<file path="config.mk">
export PLATFORM = sky130hd
export DESIGN_NAME = rv_core_top
export DESIGN_NICKNAME = d
export VERILOG_FILES = /design/src/rv_core_pkg.sv /design/src/rv_decode.sv /design/src/rv_regfile.sv /design/src/rv_execute.sv /design/src/rv_result.sv /design/src/rv_core_top.sv
export SDC_FILE = /design/constraint.sdc
export NUM_CORES = 2
export LEC_CHECK = 0
export ABC_CLOCK_PERIOD_IN_PS = 6500
export BUFFER_PORTS_ARGS = -buffer_cell sky130_fd_sc_hd__buf_4
export CORE_MARGIN = 3
export CORE_UTILIZATION = 40
export DETAILED_ROUTE_END_ITERATION = 7
export GPL_ROUTABILITY_DRIVEN = 0
export SKIP_CTS_REPAIR_TIMING = 1
export SLEW_MARGIN = 15
export SYNTH_ARGS = -nofsm -noshare
export SYNTH_HDL_FRONTEND = slang
export SYNTH_SLANG_ARGS = --single-unit
</file>
<file path="constraint.sdc">
create_clock -name clk -period 6.5 [get_ports clk]
set_input_delay 0 -clock clk [delete_from_list [all_inputs] [get_ports clk]]
set_output_delay 0 -clock clk [all_outputs]
set_load 0.1 [all_outputs]
</file>
<file path="src/rv_core_pkg.sv">
package rv_core_pkg;

  // datapath width
  localparam int xlen = 32;

  typedef logic [xlen-1:0] word_t;
  typedef logic [4:0]      reg_addr_t;
  typedef logic [3:0]      wmask_t;    // one bit per byte lane
  typedef logic [6:0]      opcode_t;
  typedef logic [2:0]      funct3_t;

  // major opcodes
  localparam opcode_t op_op     = 7'b0110011; // add, sub
  localparam opcode_t op_imm    = 7'b0010011; // addi
  localparam opcode_t op_lui    = 7'b0110111;
  localparam opcode_t op_auipc  = 7'b0010111;
  localparam opcode_t op_jal    = 7'b1101111;
  localparam opcode_t op_jalr   = 7'b1100111;
  localparam opcode_t op_load   = 7'b0000011;
  localparam opcode_t op_store  = 7'b0100011;
  localparam opcode_t op_system = 7'b1110011; // only ebreak is decoded

  // load/store size codes
  localparam funct3_t f3_b  = 3'b000;
  localparam funct3_t f3_h  = 3'b001;
  localparam funct3_t f3_w  = 3'b010;
  localparam funct3_t f3_bu = 3'b100;
  localparam funct3_t f3_hu = 3'b101;

  // funct7 of sub, add uses all zeros
  localparam logic [6:0] funct7_sub = 7'b0100000;

  // pc after reset
  localparam word_t reset_vector = 32'h8000_0000;

  // fixed instruction length
  localparam word_t inst_bytes = 32'd4;

  // write-back source
  typedef enum logic [1:0] {
    wb_alu,  // adder result
    wb_link, // pc + 4 for jal/jalr
    wb_load  // extended load data
  } wb_sel_t;

  // first adder operand
  typedef enum logic {
    a_rs1,
    a_pc
  } op_a_sel_t;

endpackage

</file>
<file path="src/rv_decode.sv">
`timescale 1ns/1ps

module rv_decode (
  input  rv_core_pkg::word_t     inst,
  output rv_core_pkg::reg_addr_t rs1,
  output rv_core_pkg::reg_addr_t rs2,
  output rv_core_pkg::reg_addr_t rd,
  output rv_core_pkg::word_t     imm,
  output rv_core_pkg::funct3_t   funct3,
  output logic                   sub,
  output logic                   use_rs2,
  output rv_core_pkg::op_a_sel_t op_a_sel,
  output rv_core_pkg::wb_sel_t   wb_sel,
  output logic                   reg_we,
  output logic                   mem_re,
  output logic                   mem_we,
  output logic                   jump,
  output logic                   is_ebreak
);

  rv_core_pkg::opcode_t opcode;
  logic [6:0]           funct7;
  rv_core_pkg::word_t   imm_i;
  rv_core_pkg::word_t   imm_s;
  rv_core_pkg::word_t   imm_u;
  rv_core_pkg::word_t   imm_j;

  assign opcode = inst[6:0];
  assign funct3 = inst[14:12];
  assign funct7 = inst[31:25];
  assign rd     = inst[11:7];
  assign rs2    = inst[24:20];

  // lui reads x0 so the adder yields imm + 0
  assign rs1 = (opcode == rv_core_pkg::op_lui) ? 5'd0 : inst[19:15];

  // sign-extended immediates per format
  assign imm_i = {{20{inst[31]}}, inst[31:20]};
  assign imm_s = {{20{inst[31]}}, inst[31:25], inst[11:7]};
  assign imm_u = {inst[31:12], 12'h000};
  assign imm_j = {{12{inst[31]}}, inst[19:12], inst[20], inst[30:21], 1'b0};

  always_comb begin
    imm       = imm_i;
    sub       = 1'b0;
    use_rs2   = 1'b0;
    op_a_sel  = rv_core_pkg::a_rs1;
    wb_sel    = rv_core_pkg::wb_alu;
    reg_we    = 1'b0;
    mem_re    = 1'b0;
    mem_we    = 1'b0;
    jump      = 1'b0;
    is_ebreak = 1'b0;
    case (opcode)
      rv_core_pkg::op_op: begin
        use_rs2 = 1'b1;
        sub     = (funct7 == rv_core_pkg::funct7_sub);
        reg_we  = (funct3 == 3'b000); // only add/sub retire a result
      end
      rv_core_pkg::op_imm: begin
        reg_we = (funct3 == 3'b000); // addi
      end
      rv_core_pkg::op_lui: begin
        imm    = imm_u;
        reg_we = 1'b1;
      end
      rv_core_pkg::op_auipc: begin
        imm      = imm_u;
        op_a_sel = rv_core_pkg::a_pc;
        reg_we   = 1'b1;
      end
      rv_core_pkg::op_jal: begin
        imm      = imm_j;
        op_a_sel = rv_core_pkg::a_pc;
        wb_sel   = rv_core_pkg::wb_link;
        reg_we   = 1'b1;
        jump     = 1'b1;
      end
      rv_core_pkg::op_jalr: begin
        wb_sel = rv_core_pkg::wb_link;
        reg_we = 1'b1;
        jump   = 1'b1;
      end
      rv_core_pkg::op_load: begin
        wb_sel = rv_core_pkg::wb_load;
        reg_we = 1'b1;
        mem_re = 1'b1;
      end
      rv_core_pkg::op_store: begin
        imm    = imm_s;
        mem_we = 1'b1;
      end
      rv_core_pkg::op_system: begin
        is_ebreak = (inst[31:7] == 25'h0002000); // imm 1, all other fields zero
      end
      default: ; // unknown opcode, plain pc + 4
    endcase
  end

endmodule

</file>
<file path="src/rv_regfile.sv">
`timescale 1ns/1ps

module rv_regfile (
  input  logic                   clk,
  input  logic                   rst_n,
  input  logic                   we,
  input  rv_core_pkg::reg_addr_t waddr,
  input  rv_core_pkg::reg_addr_t raddr1,
  input  rv_core_pkg::reg_addr_t raddr2,
  input  rv_core_pkg::word_t     wdata,
  output rv_core_pkg::word_t     rdata1,
  output rv_core_pkg::word_t     rdata2
);

  // x1..x31, x0 has no storage
  rv_core_pkg::word_t regs [1:31];

  always_ff @(posedge clk or negedge rst_n) begin
    if (!rst_n) begin
      for (int i = 1; i < 32; i++) begin
        regs[i] <= '0;
      end
    end else if (we && (waddr != 5'd0)) begin
      regs[waddr] <= wdata;
    end
  end

  // reads are combinational, x0 hardwired
  assign rdata1 = (raddr1 == 5'd0) ? '0 : regs[raddr1];
  assign rdata2 = (raddr2 == 5'd0) ? '0 : regs[raddr2];

endmodule

</file>
<file path="src/rv_execute.sv">
`timescale 1ns/1ps

module rv_execute (
  input  rv_core_pkg::word_t     pc,
  input  rv_core_pkg::word_t     rs1_data,
  input  rv_core_pkg::word_t     rs2_data,
  input  rv_core_pkg::word_t     imm,
  input  rv_core_pkg::op_a_sel_t op_a_sel,
  input  logic                   use_rs2,
  input  logic                   sub,
  input  logic                   jump,
  output rv_core_pkg::word_t     sum,
  output rv_core_pkg::word_t     pc_next,
  output rv_core_pkg::word_t     pc_plus4
);

  rv_core_pkg::word_t op_a;
  rv_core_pkg::word_t op_b;
  rv_core_pkg::word_t op_b_inv;
  rv_core_pkg::word_t carry_in;

  // pc for auipc/jal, rs1 otherwise
  assign op_a = (op_a_sel == rv_core_pkg::a_pc) ? pc : rs1_data;

  // register operand only for R-type
  assign op_b = use_rs2 ? rs2_data : imm;

  // a - b computed as a + ~b + 1
  assign op_b_inv = op_b ^ {rv_core_pkg::xlen{sub}};
  assign carry_in = {{(rv_core_pkg::xlen - 1){1'b0}}, sub};

  assign sum = op_a + op_b_inv + carry_in; // also the data address

  assign pc_plus4 = pc + rv_core_pkg::inst_bytes;

  // jump target with bit 0 dropped, needed by jalr and harmless for jal
  assign pc_next = jump ? {sum[rv_core_pkg::xlen-1:1], 1'b0} : pc_plus4;

endmodule

</file>
<file path="src/rv_result.sv">
`timescale 1ns/1ps

module rv_result (
  input  rv_core_pkg::funct3_t funct3,
  input  rv_core_pkg::word_t   sum,
  input  rv_core_pkg::word_t   mem_rdata,
  input  rv_core_pkg::word_t   rs2_data,
  input  rv_core_pkg::word_t   pc_plus4,
  input  rv_core_pkg::wb_sel_t wb_sel,
  output rv_core_pkg::word_t   wb_data,
  output rv_core_pkg::word_t   mem_wdata,
  output rv_core_pkg::wmask_t  mem_wmask
);

  logic [1:0]         offset;
  logic [7:0]         byte_sel;
  logic [15:0]        half_sel;
  logic               half_ok;
  logic               word_ok;
  rv_core_pkg::word_t load_data;

  assign offset  = sum[1:0];
  assign half_ok = (offset[0] == 1'b0);
  assign word_ok = (offset == 2'b00);

  // pick the addressed byte and half
  always_comb begin
    case (offset)
      2'd0:    byte_sel = mem_rdata[7:0];
      2'd1:    byte_sel = mem_rdata[15:8];
      2'd2:    byte_sel = mem_rdata[23:16];
      default: byte_sel = mem_rdata[31:24];
    endcase
  end

  assign half_sel = offset[1] ? mem_rdata[31:16] : mem_rdata[15:0];

  // extension, misaligned half/word reads give zero
  always_comb begin
    case (funct3)
      rv_core_pkg::f3_b:  load_data = {{24{byte_sel[7]}}, byte_sel};
      rv_core_pkg::f3_bu: load_data = {24'h000000, byte_sel};
      rv_core_pkg::f3_h:  load_data = half_ok ? {{16{half_sel[15]}}, half_sel} : '0;
      rv_core_pkg::f3_hu: load_data = half_ok ? {16'h0000, half_sel} : '0;
      rv_core_pkg::f3_w:  load_data = word_ok ? mem_rdata : '0;
      default:            load_data = '0;
    endcase
  end

  // byte lanes written by sb/sh/sw
  always_comb begin
    case (funct3)
      rv_core_pkg::f3_b: mem_wmask = 4'b0001 << offset;
      rv_core_pkg::f3_h: mem_wmask = half_ok ? (4'b0011 << offset) : 4'b0000;
      rv_core_pkg::f3_w: mem_wmask = word_ok ? 4'b1111 : 4'b0000;
      default:           mem_wmask = 4'b0000;
    endcase
  end

  // move store data up to its lane, the mask picks the bytes
  assign mem_wdata = rs2_data << {offset, 3'b000};

  always_comb begin
    case (wb_sel)
      rv_core_pkg::wb_link: wb_data = pc_plus4;
      rv_core_pkg::wb_load: wb_data = load_data;
      default:              wb_data = sum;
    endcase
  end

endmodule

</file>
<file path="src/rv_core_top.sv">
`timescale 1ns/1ps

module rv_core_top (
  input  logic                clk,
  input  logic                rst_n,
  input  rv_core_pkg::word_t  imem_data,
  input  rv_core_pkg::word_t  dmem_rdata,
  output rv_core_pkg::word_t  imem_addr,
  output rv_core_pkg::word_t  dmem_addr,
  output rv_core_pkg::word_t  dmem_wdata,
  output rv_core_pkg::wmask_t dmem_wmask,
  output logic                dmem_we,
  output logic                dmem_re,
  output logic                halt
);

  rv_core_pkg::word_t     pc;
  rv_core_pkg::reg_addr_t rs1;
  rv_core_pkg::reg_addr_t rs2;
  rv_core_pkg::reg_addr_t rd;
  rv_core_pkg::word_t     imm;
  rv_core_pkg::funct3_t   funct3;
  rv_core_pkg::op_a_sel_t op_a_sel;
  rv_core_pkg::wb_sel_t   wb_sel;
  logic                   sub;
  logic                   use_rs2;
  logic                   reg_we;
  logic                   mem_re;
  logic                   mem_we;
  logic                   jump;
  logic                   is_ebreak;
  rv_core_pkg::word_t     rs1_data;
  rv_core_pkg::word_t     rs2_data;
  rv_core_pkg::word_t     sum;
  rv_core_pkg::word_t     pc_next;
  rv_core_pkg::word_t     pc_plus4;
  rv_core_pkg::word_t     wb_data;
  rv_core_pkg::wmask_t    wmask;

  // pc and sticky halt, ebreak freezes pc at its own address
  always_ff @(posedge clk or negedge rst_n) begin
    if (!rst_n) begin
      pc   <= rv_core_pkg::reset_vector;
      halt <= 1'b0;
    end else if (!halt) begin
      if (is_ebreak) begin
        halt <= 1'b1;
      end else begin
        pc <= pc_next;
      end
    end
  end

  assign imem_addr  = pc;
  assign dmem_addr  = sum;
  assign dmem_we    = mem_we & ~halt;
  assign dmem_re    = mem_re & ~halt;
  assign dmem_wmask = dmem_we ? wmask : 4'b0000; // lanes only shown on a store

  rv_decode decode_i (
    .inst(imem_data), .rs1(rs1), .rs2(rs2), .rd(rd), .imm(imm), .funct3(funct3),
    .sub(sub), .use_rs2(use_rs2), .op_a_sel(op_a_sel), .wb_sel(wb_sel),
    .reg_we(reg_we), .mem_re(mem_re), .mem_we(mem_we), .jump(jump),
    .is_ebreak(is_ebreak)
  );

  rv_regfile regfile_i (
    .clk(clk), .rst_n(rst_n), .we(reg_we & ~halt), .waddr(rd),
    .raddr1(rs1), .raddr2(rs2), .wdata(wb_data),
    .rdata1(rs1_data), .rdata2(rs2_data)
  );

  rv_execute execute_i (
    .pc(pc), .rs1_data(rs1_data), .rs2_data(rs2_data), .imm(imm),
    .op_a_sel(op_a_sel), .use_rs2(use_rs2), .sub(sub), .jump(jump),
    .sum(sum), .pc_next(pc_next), .pc_plus4(pc_plus4)
  );

  rv_result result_i (
    .funct3(funct3), .sum(sum), .mem_rdata(dmem_rdata), .rs2_data(rs2_data),
    .pc_plus4(pc_plus4), .wb_sel(wb_sel),
    .wb_data(wb_data), .mem_wdata(dmem_wdata), .mem_wmask(wmask)
  );

endmodule

</file>
==> metrics.csv <==
metric,value,unit
cts_tree,yes,
violations,negative hold slack,
yosysWarnings,0,
gr-total-overflow,0,
die_w,389,µm
yosysMostFrequentCell,nand2_1,
vias,55800,
leakagePower,28.6,nW
firstDrtPassIters,8,
layout-drive-gt1-share,17.3,%
numCtsBuffers,115,
critPathLaunchType,register,
nFillCells,13700,
grt_usage,32.9,%
core_area,146000,µm²
synth_edf_count,0,
critPathArrivalTime,6.44,ns
powerDensity,294,nW/µm²
fin_crit,6.44,ns
max_freq,155,MHz
dp.cells,8366,
multiInputGateArea,31200,µm²
ios,169,
totalWireLength,255000,µm
synthFlopType,dfrtp_1,
ff2ff_path_depth,20,
synth_top_cell_area_share,43.5,%
fp.dieArea,152000,µm²
cts-root-buf,clkbuf_16,
clk_path_buf_depth,3,
antenna_found_initial,22,
rows,140,
avgSynthCellArea,8.94,µm²
seq_area_frac_synth,43.6,%
worst-setup-path-type,register to output port,
drv_cap,0,
syn-num-nets,6682,
synth-async-reset-ratio,100,%
grt_pass1_wl,370000,µm
critPathMaxFanout,6,
ir_worst_vdd,231,µV
vias_per_cell,6.49,
wl_per_cell,29.7,µm
clock-sinks,1024,
die_h,389,µm
cp-end-kind,output port,
cp_data_required_time,6.50,ns
port_buffers,167,
syn_inst,6582,
hold_viol,15,
grt_pass1_vias,52700,
ant_nets,0,
finalNetCount,6677,
fin_skew,0.0566,ns
grt_max_degree,185,
rsz0062_at_grt,no,
stdcell_count,8602,
dpl-instance-area,64200,µm²
ys_seq_elements,1024,
hold_path.class,primary input to async pin,
relSlewSlack,11.6,%
totalPowerFinal,20.1,mW
synth.largest_area_cell,dfrtp_1,
synth_commonest_cells,"nand2_1 (1607), dfrtp_1 (1023), o21ai_0 (634)",
drt_iter0_markers,8202,
final_area,68300,µm²
report.final.slew_viol_count,0,
post-route-period-util,99.1,%
hpwlAfterDp,163000,µm
hold_ws,-0.0247,ns
outcome,"finished, violations left",
start_util,40.3,%
clock_latency,0.78,ns
synth.distinct_cells,99,
synthTopCellsByArea,"dfrtp_1 (44%), mux4_2 (11%), nand2_1 (10%)",
h-tree-depth,3,
seq_area,25600,µm²
setup_viol,0,
clk_pin_slew_worst_paths,0.06,ns
drc_errors,0,
synth_area,58800,µm²
tightest_slew,1.32,ns
syn_to_final_growth,16.1,%
[metrics by stage]
| step | hold WS (ns) | worst slack, ns | setup TNS, ns | utilization, % |
|---|---|---|---|---|
| global route | 0.00398 | 0.0276 | 0 | 46.8 |
| global placement | -0.00528 | -0.176 | -3.46 | 44.0 |
| CTS | -0.826 | 0.0728 | 0 | 46.6 |
| finish | -0.0247 | 0.0579 | 0 | 46.8 |
| detailed placement | 0.00311 | -0.262 | -5.11 | 44.0 |
| floorplan | -0.296 | -0.0468 | -2.80 | - |
[power by group]
group	internal [mW]	total (mW)	switching, mW
combinational	1.77	5.93	4.16
sequential	6.83	7.35	0.527
clock	3.90	6.81	2.91
total	12.5	20.1	7.60
[registers in the layout, summed over array words and instances (netlist names)]
signal	count
halt	1
imem_addr	31
regfile_i.regs	992
[worst paths after layout]
path | start | end | slack [ns]
setup / recovery | regfile_i.regs[39] | dmem_addr[29] | 0.06
hold / removal | rst_n | regfile_i.regs[260] | -0.02
setup reg to reg | regfile_i.regs[2] | regfile_i.regs[540] | 0.33
hold reg to reg | regfile_i.regs[315] | regfile_i.regs[315] | 0.50
max in group asynchronous | rst_n | regfile_i.regs[657] | 4.95
min in group clk | dmem_rdata[25] | regfile_i.regs[921] | 0
[critical path: stages, from the launching register on]
cell and delay (ns):
dfrtp_1 0.44, mux4_2 0.47, mux4_2 0.48, mux2i_1 0.43
xnor2_1 0.23, o21ai_0 0.16, ha_1 0.32, buf_4 0.14
and3_1 0.19, nand4_1 0.15, nor3_1 0.40, nand2_1 0.09
a2111oi_0 0.43, buf_4 0.20, o311ai_1 0.21, o31ai_1 0.53
a21oi_1 0.20, xnor2_2 0.25, buf_4 0.34
[routing by layer]
metal  track usage (%)  part of all wire [%]  vias up
li1                  -                     -    23600
met1              43.7                    38    27200
met2              48.0                    42     4041
met3              8.86                    13      912
met4              20.0                   7.2        8
met5                 0                 0.020        -
[cell type report]
type | instances | share of cell area [%]
clock inverters | 46 | 0.936
inverters | 34 | 0.187
repair buffers | 537 | 7.34
clock buffers | 164 | 4.78
flip-flops and latches | 1024 | 37.5
multi-input cells | 4865 | 45.7
diodes | 15 | 0.0550
well taps | 1917 | 3.51
[logic make-up after synthesis]
family,Yosys count,synth area share (%)
AO/OA/AOI/OAI,2084,20.5
XOR/XNOR,87,1.30
flip-flops,1024,43.6
multiplexers,441,13.6
other,1,0.00638
adder cells (fa/ha/maj),34,0.736
AND/OR/NAND/NOR,2218,15.6
buffers and inverters,693,4.68
[cell usage in the layout, fill, tap and decap left out, types with 15 or more instances in the layout]
| master | instances |
|---|---|
| nand2_1 | 1566 |
| dfrtp_1 | 1023 |
| o21ai_0 | 630 |
| o21ai_1 | 482 |
| buf_4 | 449 |
| a21oi_1 | 327 |
| mux4_2 | 285 |
| nor2_1 | 189 |
| a31oi_1 | 188 |
| nand3_1 | 161 |
| mux2i_1 | 134 |
| a211oi_1 | 127 |
| clkbuf_16 | 115 |
| a221oi_1 | 77 |
| buf_12 | 72 |
| nor2b_1 | 69 |
| nor3_1 | 61 |
| xnor2_1 | 47 |
| o31ai_1 | 44 |
| nand2_2 | 32 |
| ha_1 | 32 |
| inv_1 | 31 |
| o22ai_1 | 30 |
| clkbuf_1 | 29 |
| and3_1 | 22 |
| a22oi_1 | 22 |
| xor2_1 | 22 |
| o211ai_1 | 21 |
| clkbuf_8 | 20 |
| and2_1 | 16 |
| mux2_2 | 16 |
| clkinv_2 | 16 |
| diode_2 | 15 |
Note: power is estimated with default switching activity, not from simulation.
